## src/rtl/harness_defines.svh

```systemverilog
`ifndef HARNESS_DEFINES_SVH
`define HARNESS_DEFINES_SVH

// DMI transport widths
`define DMI_ADDR_W 7
`define DMI_DATA_W 32

// hart register width and CLIC source count
`define XLEN         64
`define CLIC_NUM_SRC 256

// cycles from reset release until the hart may see a debug request
`define HOLDOFF_CYCLES 500

// ------------------------------------------------------------------------
// debug module register map
// ------------------------------------------------------------------------
`define DM_DATA0_ADDR     7'h04
`define DM_DMCONTROL_ADDR 7'h10

`endif

```

## src/rtl/dmi_pkg.sv

```systemverilog
`default_nettype none

`include "harness_defines.svh"

package dmi_pkg;

  typedef logic [`DMI_ADDR_W-1:0] dmi_addr_t;
  typedef logic [`DMI_DATA_W-1:0] dmi_data_t;

  // request op as carried on the DMI
  typedef enum logic [1:0] {
    DTM_NOP   = 2'd0,
    DTM_READ  = 2'd1,
    DTM_WRITE = 2'd2,
    DTM_RSVD  = 2'd3
  } dtm_op_e;

  typedef enum logic [1:0] {
    DTM_SUCCESS = 2'd0,
    DTM_FAILED  = 2'd2,
    DTM_BUSY    = 2'd3
  } dmi_resp_e;

  // subset of the debug spec dmcontrol layout
  typedef struct packed {
    logic        haltreq;
    logic        resumereq;
    logic [27:0] zero0;
    logic        ndmreset;
    logic        dmactive;
  } dmcontrol_t;

  // one DMI word, seen raw or as dmcontrol
  typedef union packed {
    dmi_data_t  raw;
    dmcontrol_t dmcontrol;
  } dmi_word_u;

endpackage

`default_nettype wire

```

## src/rtl/irq_pkg.sv

```systemverilog
`default_nettype none

`include "harness_defines.svh"

package irq_pkg;

  // mip-style pending vector, one bit per interrupt cause
  typedef logic [`XLEN-1:0] mip_vec_t;

  // local interrupt lines into the CLIC
  typedef logic [`CLIC_NUM_SRC-1:0] clic_src_t;

  // cause positions inside mip
  typedef enum int unsigned {
    IRQ_MSIP = 3,
    IRQ_MTIP = 7,
    IRQ_SEIP = 9,
    IRQ_MEIP = 11
  } irq_bit_e;

endpackage

`default_nettype wire

```

## src/rtl/boot_holdoff.sv

```systemverilog
`timescale 1ns/1ps
`default_nettype none

`include "harness_defines.svh"

module boot_holdoff #(
  parameter int unsigned Cycles = `HOLDOFF_CYCLES
) (
  input  logic clk_i,
  input  logic rst_ni,
  output logic holdoff_active_o
);

  localparam int unsigned CntW = $clog2(Cycles + 1);

  logic [CntW-1:0] cnt_q;

  // loaded by reset, counts down once and parks at zero
  always_ff @(posedge clk_i or negedge rst_ni) begin
    if (!rst_ni) begin
      cnt_q <= CntW'(Cycles);
    end else if (cnt_q != '0) begin
      cnt_q <= cnt_q - 1'b1;
    end
  end

  assign holdoff_active_o = (cnt_q != '0);

  a_cnt_bound: assert property (@(posedge clk_i) disable iff (!rst_ni)
    cnt_q <= CntW'(Cycles))
    else $error("boot_holdoff: count above Cycles");

endmodule

`default_nettype wire

```

## src/rtl/debug_irq_top.sv

```systemverilog
`timescale 1ns/1ps
`default_nettype none

`include "harness_defines.svh"

module debug_irq_top
  import dmi_pkg::*;
  import irq_pkg::*;
#(
  parameter int unsigned HoldoffCycles = `HOLDOFF_CYCLES
) (
  input  logic      clk_i,
  input  logic      rst_ni,
  input  logic      jtag_sel_i,
  input  logic      debug_enable_i,
  input  logic      msip_i,
  input  logic      mtip_i,
  input  logic      seip_i,
  input  logic      meip_i,
  // JTAG side DMI
  input  logic      jtag_req_valid_i,
  output logic      jtag_req_ready_o,
  input  dmi_addr_t jtag_req_addr_i,
  input  dtm_op_e   jtag_req_op_i,
  input  dmi_data_t jtag_req_data_i,
  output logic      jtag_resp_valid_o,
  input  logic      jtag_resp_ready_i,
  // DTM side DMI
  input  logic      dtm_req_valid_i,
  output logic      dtm_req_ready_o,
  input  dmi_addr_t dtm_req_addr_i,
  input  dtm_op_e   dtm_req_op_i,
  input  dmi_data_t dtm_req_data_i,
  output logic      dtm_resp_valid_o,
  input  logic      dtm_resp_ready_i,
  output dmi_data_t resp_data_o,
  output dmi_resp_e resp_code_o,
  // hart side
  output logic      debug_req_o,
  output logic      ndmreset_o,
  output mip_vec_t  mip_o,
  output clic_src_t clic_src_o
);

  logic haltreq;
  logic ndmreset;
  logic holdoff_active;

  assign ndmreset_o = ndmreset;

  dm_ctrl i_dm_ctrl (
    .clk_i             ( clk_i             ),
    .rst_ni            ( rst_ni            ),
    .jtag_sel_i        ( jtag_sel_i        ),
    .jtag_req_valid_i  ( jtag_req_valid_i  ),
    .jtag_req_ready_o  ( jtag_req_ready_o  ),
    .jtag_req_addr_i   ( jtag_req_addr_i   ),
    .jtag_req_op_i     ( jtag_req_op_i     ),
    .jtag_req_data_i   ( jtag_req_data_i   ),
    .jtag_resp_valid_o ( jtag_resp_valid_o ),
    .jtag_resp_ready_i ( jtag_resp_ready_i ),
    .dtm_req_valid_i   ( dtm_req_valid_i   ),
    .dtm_req_ready_o   ( dtm_req_ready_o   ),
    .dtm_req_addr_i    ( dtm_req_addr_i    ),
    .dtm_req_op_i      ( dtm_req_op_i      ),
    .dtm_req_data_i    ( dtm_req_data_i    ),
    .dtm_resp_valid_o  ( dtm_resp_valid_o  ),
    .dtm_resp_ready_i  ( dtm_resp_ready_i  ),
    .resp_data_o       ( resp_data_o       ),
    .resp_code_o       ( resp_code_o       ),
    .haltreq_o         ( haltreq           ),
    .ndmreset_o        ( ndmreset          )
  );

  // keeps debug away from the hart while boot code runs
  boot_holdoff #(
    .Cycles ( HoldoffCycles )
  ) i_boot_holdoff (
    .clk_i            ( clk_i          ),
    .rst_ni           ( rst_ni         ),
    .holdoff_active_o ( holdoff_active )
  );

  hart_event_gate i_hart_event_gate (
    .haltreq_i        ( haltreq        ),
    .holdoff_active_i ( holdoff_active ),
    .ndmreset_i       ( ndmreset       ),
    .debug_enable_i   ( debug_enable_i ),
    .msip_i           ( msip_i         ),
    .mtip_i           ( mtip_i         ),
    .seip_i           ( seip_i         ),
    .meip_i           ( meip_i         ),
    .debug_req_o      ( debug_req_o    ),
    .mip_o            ( mip_o          ),
    .clic_src_o       ( clic_src_o     )
  );

endmodule

`default_nettype wire

```

## src/rtl/dm_ctrl.sv

```systemverilog
`timescale 1ns/1ps
`default_nettype none

`include "harness_defines.svh"

module dm_ctrl
  import dmi_pkg::*;
(
  input  logic      clk_i,
  input  logic      rst_ni,
  input  logic      jtag_sel_i,
  // JTAG side DMI
  input  logic      jtag_req_valid_i,
  output logic      jtag_req_ready_o,
  input  dmi_addr_t jtag_req_addr_i,
  input  dtm_op_e   jtag_req_op_i,
  input  dmi_data_t jtag_req_data_i,
  output logic      jtag_resp_valid_o,
  input  logic      jtag_resp_ready_i,
  // DTM side DMI
  input  logic      dtm_req_valid_i,
  output logic      dtm_req_ready_o,
  input  dmi_addr_t dtm_req_addr_i,
  input  dtm_op_e   dtm_req_op_i,
  input  dmi_data_t dtm_req_data_i,
  output logic      dtm_resp_valid_o,
  input  logic      dtm_resp_ready_i,
  // response payload, shared by both sources
  output dmi_data_t resp_data_o,
  output dmi_resp_e resp_code_o,
  output logic      haltreq_o,
  output logic      ndmreset_o
);

  logic       req_valid;
  logic       req_ready;
  dmi_addr_t  req_addr;
  dtm_op_e    req_op;
  dmi_data_t  req_data;
  logic       resp_ready;

  // accepted request, executed one edge later
  logic       pend_q;
  dmi_addr_t  addr_q;
  dtm_op_e    op_q;
  dmi_data_t  wdata_q;

  logic       resp_valid_q;
  dmi_data_t  resp_data_q;
  dmi_resp_e  resp_code_q;
  dmi_data_t  resp_data_d;
  dmi_resp_e  resp_code_d;

  dmi_data_t  data0_q;
  dmcontrol_t dmcontrol_q;
  dmi_word_u  wword;
  logic       wr_data0;
  logic       wr_dmcontrol;

  // ------------------------------------------------------------------------
  // source select
  // ------------------------------------------------------------------------
  assign req_valid  = jtag_sel_i ? jtag_req_valid_i  : dtm_req_valid_i;
  assign req_addr   = jtag_sel_i ? jtag_req_addr_i   : dtm_req_addr_i;
  assign req_op     = jtag_sel_i ? jtag_req_op_i     : dtm_req_op_i;
  assign req_data   = jtag_sel_i ? jtag_req_data_i   : dtm_req_data_i;
  assign resp_ready = jtag_sel_i ? jtag_resp_ready_i : dtm_resp_ready_i;

  // one transaction in flight
  assign req_ready = ~(pend_q | resp_valid_q);

  assign jtag_req_ready_o  = jtag_sel_i & req_ready;
  assign dtm_req_ready_o   = ~jtag_sel_i & req_ready;
  assign jtag_resp_valid_o = jtag_sel_i & resp_valid_q;
  assign dtm_resp_valid_o  = ~jtag_sel_i & resp_valid_q;

  always_ff @(posedge clk_i or negedge rst_ni) begin
    if (!rst_ni) begin
      pend_q       <= 1'b0;
      resp_valid_q <= 1'b0;
    end else begin
      pend_q <= req_valid & req_ready;
      if (pend_q) begin
        resp_valid_q <= 1'b1;
      end else if (resp_ready) begin
        resp_valid_q <= 1'b0;
      end
    end
  end

  always_ff @(posedge clk_i) begin
    if (req_valid && req_ready) begin
      addr_q  <= req_addr;
      op_q    <= req_op;
      wdata_q <= req_data;
    end
    if (pend_q) begin
      resp_data_q <= resp_data_d;
      resp_code_q <= resp_code_d;
    end
  end

  // ------------------------------------------------------------------------
  // register file
  // ------------------------------------------------------------------------
  assign wword.raw    = wdata_q;
  assign wr_data0     = pend_q && (op_q == DTM_WRITE) && (addr_q == `DM_DATA0_ADDR);
  assign wr_dmcontrol = pend_q && (op_q == DTM_WRITE) && (addr_q == `DM_DMCONTROL_ADDR);

  always_ff @(posedge clk_i or negedge rst_ni) begin
    if (!rst_ni) begin
      data0_q     <= '0;
      dmcontrol_q <= '0;
    end else if (wr_dmcontrol) begin
      if (wword.dmcontrol.dmactive) begin
        dmcontrol_q.haltreq  <= wword.dmcontrol.haltreq;
        dmcontrol_q.ndmreset <= wword.dmcontrol.ndmreset;
        dmcontrol_q.dmactive <= 1'b1;
      end else begin
        // inactive DM drops everything
        dmcontrol_q <= '0;
        data0_q     <= '0;
      end
    end else if (wr_data0) begin
      data0_q <= wdata_q;
    end
  end

  // read data and code for the latched request
  always_comb begin
    resp_data_d = '0;
    resp_code_d = DTM_SUCCESS;
    case (op_q)
      DTM_READ: begin
        if (addr_q == `DM_DATA0_ADDR) begin
          resp_data_d = data0_q;
        end else if (addr_q == `DM_DMCONTROL_ADDR) begin
          resp_data_d = dmcontrol_q;
        end
      end
      DTM_RSVD: resp_code_d = DTM_FAILED;
      default: ;
    endcase
  end

  assign resp_data_o = resp_data_q;
  assign resp_code_o = resp_code_q;
  assign haltreq_o   = dmcontrol_q.haltreq;
  assign ndmreset_o  = dmcontrol_q.ndmreset;

  // held response must not move until the source takes it
  a_resp_stable: assert property (@(posedge clk_i) disable iff (!rst_ni)
    (resp_valid_q && !resp_ready) |=> ($stable(resp_data_o) && $stable(resp_code_o)))
    else $error("dm_ctrl: response changed under back-pressure");

endmodule

`default_nettype wire

```

## src/rtl/hart_event_gate.sv

```systemverilog
`timescale 1ns/1ps
`default_nettype none

module hart_event_gate
  import irq_pkg::*;
(
  input  logic      haltreq_i,
  input  logic      holdoff_active_i,
  input  logic      ndmreset_i,
  input  logic      debug_enable_i,
  input  logic      msip_i,
  input  logic      mtip_i,
  input  logic      seip_i,
  input  logic      meip_i,
  output logic      debug_req_o,
  output mip_vec_t  mip_o,
  output clic_src_t clic_src_o
);

  mip_vec_t mip_raw;

  // ------------------------------------------------------------------------
  // debug request
  // ------------------------------------------------------------------------
  // blocked during boot hold-off and when debug is disabled
  assign debug_req_o = haltreq_i & ~holdoff_active_i & debug_enable_i;

  // ------------------------------------------------------------------------
  // interrupt vectors
  // ------------------------------------------------------------------------
  always_comb begin
    mip_raw           = '0;
    mip_raw[IRQ_MSIP] = msip_i;
    mip_raw[IRQ_MTIP] = mtip_i;
    mip_raw[IRQ_SEIP] = seip_i;
    mip_raw[IRQ_MEIP] = meip_i;
  end

  // nothing reaches the hart while ndmreset is held
  assign mip_o = ndmreset_i ? '0 : mip_raw;

  // mip causes take the low CLIC sources, the rest are platform lines
  assign clic_src_o = {{($bits(clic_src_t) - $bits(mip_vec_t)){1'b0}}, mip_o};

  always_comb begin
    a_req_enabled: assert final (!debug_req_o || debug_enable_i)
      else $error("hart_event_gate: debug request while disabled");
  end

endmodule

`default_nettype wire

```

## config.mk

```make
export PLATFORM = sky130hd
export DESIGN_NAME = debug_irq_top
export DESIGN_NICKNAME = d
export VERILOG_FILES = /design/src/rtl/dmi_pkg.sv /design/src/rtl/irq_pkg.sv /design/src/rtl/boot_holdoff.sv /design/src/rtl/debug_irq_top.sv /design/src/rtl/dm_ctrl.sv /design/src/rtl/hart_event_gate.sv
export VERILOG_INCLUDE_DIRS = /design/src /design/src/rtl
export SDC_FILE = /design/constraint.sdc
export NUM_CORES = 1
export LEC_CHECK = 0
export BUFFER_PORTS_ARGS = -buffer_cell sky130_fd_sc_hd__buf_4
export CORE_AREA = 2 2 176 178
export CTS_BUF_LIST = sky130_fd_sc_hd__clkbuf_4
export CTS_CLUSTER_SIZE = 14
export DETAILED_ROUTE_END_ITERATION = 8
export DIE_AREA = 0 0 178 180
export REMOVE_ABC_BUFFERS = 1
export SLEW_MARGIN = 15
export SYNTH_ARGS = -nofsm -noshare
export SYNTH_HDL_FRONTEND = slang
export SYNTH_HIERARCHICAL = 1
export SYNTH_SLANG_ARGS = --single-unit
```

## constraint.sdc

```tcl
create_clock -name clk_i -period 5 [get_ports clk_i]
set_input_delay 0 -clock clk_i [delete_from_list [all_inputs] [get_ports clk_i]]
set_output_delay 0 -clock clk_i [all_outputs]
set_load 0.02 [all_outputs]
```

==> summary.txt <==
Run status - finished, final reports clean
Sw Ratio - 0.3219
Relative max-transition margin - 0.2979
Fraction of power consumed by combinational cells - 0.233
Half-perimeter wire length after detailed placement - 10.13 mm
Die Span X - 178 um
Layout Cell Area excl Fill - 8667 sq um
Initial antenna violation count - 1
Leak pwr - 4.100 nW
GRT met3 Usage - 0.02750
Setup TNS - 0 ps
Number of gates resized after cts - 0
Clock Latency Late Sink - 490 ps
Total Routing Usage GR - 0.08396
Type of the worst setup path - reg -> reg
Data required, critical path - 5110 ps
Count leader, synth - buf_4
Largest net degree at the start of global routing - 47
Clock period minus final worst setup slack - 2481 ps
Internal power - 1.614 mW
Net Sw Power - 766.2 uW
Layout Nets - 949
Slowest CP cell - a22o_2
Clk network pwr share - 0.253
Met2 Resource Use GR - 0.1425
Via count of the first global-routing pass - 3596
Tcrit/Tclk final - 0.4962
Count of TritonRoute iterations in the first routing pass - 4
Count of standard-cell rows - 64
Slack of the critical path - 2519 ps
Total of buffers placed on input and output ports - 140
Placed cell areas - 7574 sq um
Final Routed Wirelength - 14.43 mm
Post-Synthesis Cell Area - 7331 sq um
WL/cell - 11.41 um
GR Util met1 - 0.1021
Avg Cell Area, Syn - 11.64 sq um
Reg clk slew, reported paths - 100 ps
Final count of pins violating max slew - 0
Portion of the post-synthesis area used by sequential elements - 0.4612
Gpl congestion - 0.6929
Flip-flop and latch count after synthesis - 120
Starting Density - 0.2428
Gate Count Post-Synth - 630
# DRC - 0
Number of warnings printed during yosys synthesis - 6
Layer with the highest usage after global routing - met2
Post-placement setup slack - 2444 ps
Maximum VDD drop - 111.5 uV
Top cells by area, synth - buf_4 (33%), edfxtp_1 (30%), dfrtp_1 (14%)
Kind of launch point of the worst setup path - flip-flop
Number of I/O pins - 454
CP arrival - 2590 ps
Transition at the pin with the smallest max-transition slack - 1053 ps
Endpoints failing setup - 0
Number of buffers between clock root and the deepest sink - 2
Signed area change from the synthesized netlist to the final layout - 18.23%
Power density over the cells - 274.6 nW/um^2
Number of max-capacitance violations reported - 0
H-tree levels - 4
Count of routing violations after the opening detailed-route iteration - 152
Leading register cell type out of synthesis - edfxtp_1
Post-synth EDFFs - 74
Sort of element at the end of the critical path - flip-flop
Routed Antenna Nets - 0
Clock Sinks - 120
Clock buffers created by TritonCTS - 17
Library cell used as clock root buffer - clkbuf_4
Total number of vias - 4077
DIE HEIGHT - 180 um
Path category of the worst min-delay check - in -> async
First-pass GRT wire length - 20.29 mm
Share of post-route cells with drive strength above 1 - 0.2630
Clock tree from TritonCTS - done
RSZ-0062 raised after global routing - no
Worst clock skew - 13.62 ps
Maximum fanout along the worst path - 42
Sum of overflow across all layers after global routing - 0
Most frequent cells after synthesis - buf_4 (319), edfxtp_1 (74), mux2_2 (43)
Final Hold Vio Count - 0
Cell variety after synth - 46
Sequential share of power - 0.514
Floorplan core area - 30190 sq um
Synth area leader - buf_4
Area share of the largest cell type after synthesis - 0.3267
Cell Chain, Critical Path - nor3b_1 > a22o_2
Achievable clock frequency - 403.1 MHz
Delay of the slowest critical-path stage - 910 ps
Worst reg-to-reg setup slack - 2520 ps
Async set-reset flop share out of synthesis - 0.3833
Via count normalized by instance count - 3.225
Area enclosed by the die boundary - 32040 sq um
## per-layer routing
| layer | wire length, um | vias to the layer above |
|---|---|---|
| li1 | - | 1952 |
| met1 | 5802 | 1960 |
| met2 | 7747 | 160 |
| met3 | 771 | 5 |
| met4 | 106 | 0 |
| met5 | 0 | - |
## critical path: cells and delay by family (launching register included)
kind | cells | cell delay [ps]
compound gates | 1 | 910
simple gates | 1 | 430
flops | 1 | 740
## registers in the layout (all words and copies together), names as in the netlist
signal	count
i_boot_holdoff/cnt_q	9
i_dm_ctrl/addr_q	7
i_dm_ctrl/data0_q	32
i_dm_ctrl/dmcontrol_q	1
i_dm_ctrl/haltreq_o	1
i_dm_ctrl/ndmreset_o	1
i_dm_ctrl/op_q	2
i_dm_ctrl/pend_q	1
i_dm_ctrl/resp_code_o	1
i_dm_ctrl/resp_data_o	32
i_dm_ctrl/resp_valid_q	1
i_dm_ctrl/wdata_q	32
## per-stage QoR
step / total power [mW] / cells / hold slack [ps] / utilization
floorplan: 1.559 / 609 / -295.6 / -
global placement: 1.736 / 1146 / 65.12 / 0.2509
detailed placement: 1.742 / 1146 / 71.83 / 0.2509
CTS: 2.419 / 1263 / 34.07 / 0.2870
global route: 2.513 / 1264 / 45.46 / 0.2871
finish: 2.380 / 1264 / 76.80 / 0.2871
## cells in the final DEF, fill, tap and decap left out, drive strengths merged, types with 2 or more instances in the layout
master,instances
xor2,3
dfstp,6
nor3b,2
conb,313
mux2i,4
nor4b,2
clkbuf,21
buf,141
edfxtp,74
and2,32
a22oi,3
nand2,2
clkinv,7
nor2b,7
a21o,2
nor3,3
a22o,32
a31oi,2
mux2,43
a21oi,3
clkinvlp,3
inv,7
dfrtp,40
nor2,7
dlygate4sd3,85
nand3,3
nor4,2
## area by class of cell
cell class	count	area, sq um
antenna	1	2.502
tap	396	495.5
clock buffer	21	157.7
multi-input combinational	482	2611
inverter	7	26.28
timing repair buffer	226	1909
clock inverter	11	82.58
sequential	120	3382
fill	3140	21520
## power groups by stage
stage          clock [mW]  sequential, mW  combinational, mW
5_1_grt             0.679            1.24              0.596
2_1_floorplan           0            1.27              0.291
3_3_place_gp            0            1.24              0.492
3_5_place_dp            0            1.25              0.494
6_report            0.601            1.22              0.556
4_1_cts             0.635            1.23              0.558
## path summary, 6_finish.rpt
path,to,depth (start not counted),start
min,i_dm_ctrl/resp_valid_q$_DFFE_PN0P_,2,rst_ni
max in group asynchronous,i_dm_ctrl/data0_q[0]$_DFFE_PN0P_,2,rst_ni
min reg2reg,i_dm_ctrl/data0_q[29]$_DFFE_PN0P_,1,i_dm_ctrl/wdata_q[29]$_DFFE_PP_
max,i_dm_ctrl/wdata_q[29]$_DFFE_PP_,2,i_dm_ctrl/pend_q$_DFF_PN0_
max reg2reg,i_dm_ctrl/wdata_q[29]$_DFFE_PP_,2,i_dm_ctrl/pend_q$_DFF_PN0_
min in group clk_i,i_dm_ctrl/wdata_q[15]$_DFFE_PP_,3,dtm_req_data_i[15]
## cell families after synthesis
kind of cell	share of synthesized area
buffers and inverters	0.3422
flip-flops	0.4612
AND/OR/NAND/NOR	0.06401
AO/OA/AOI/OAI	0.05359
multiplexers	0.07151
XOR/XNOR	0.004780
other	0.001024
adder cells (fa/ha/maj)	0.001707
## timing repair
item,4_1_cts,5_1_grt
hold endpoints to repair,88,0
hold buffers,85,0
setup buffers,0,0
(Power assumes the default switching activity.)
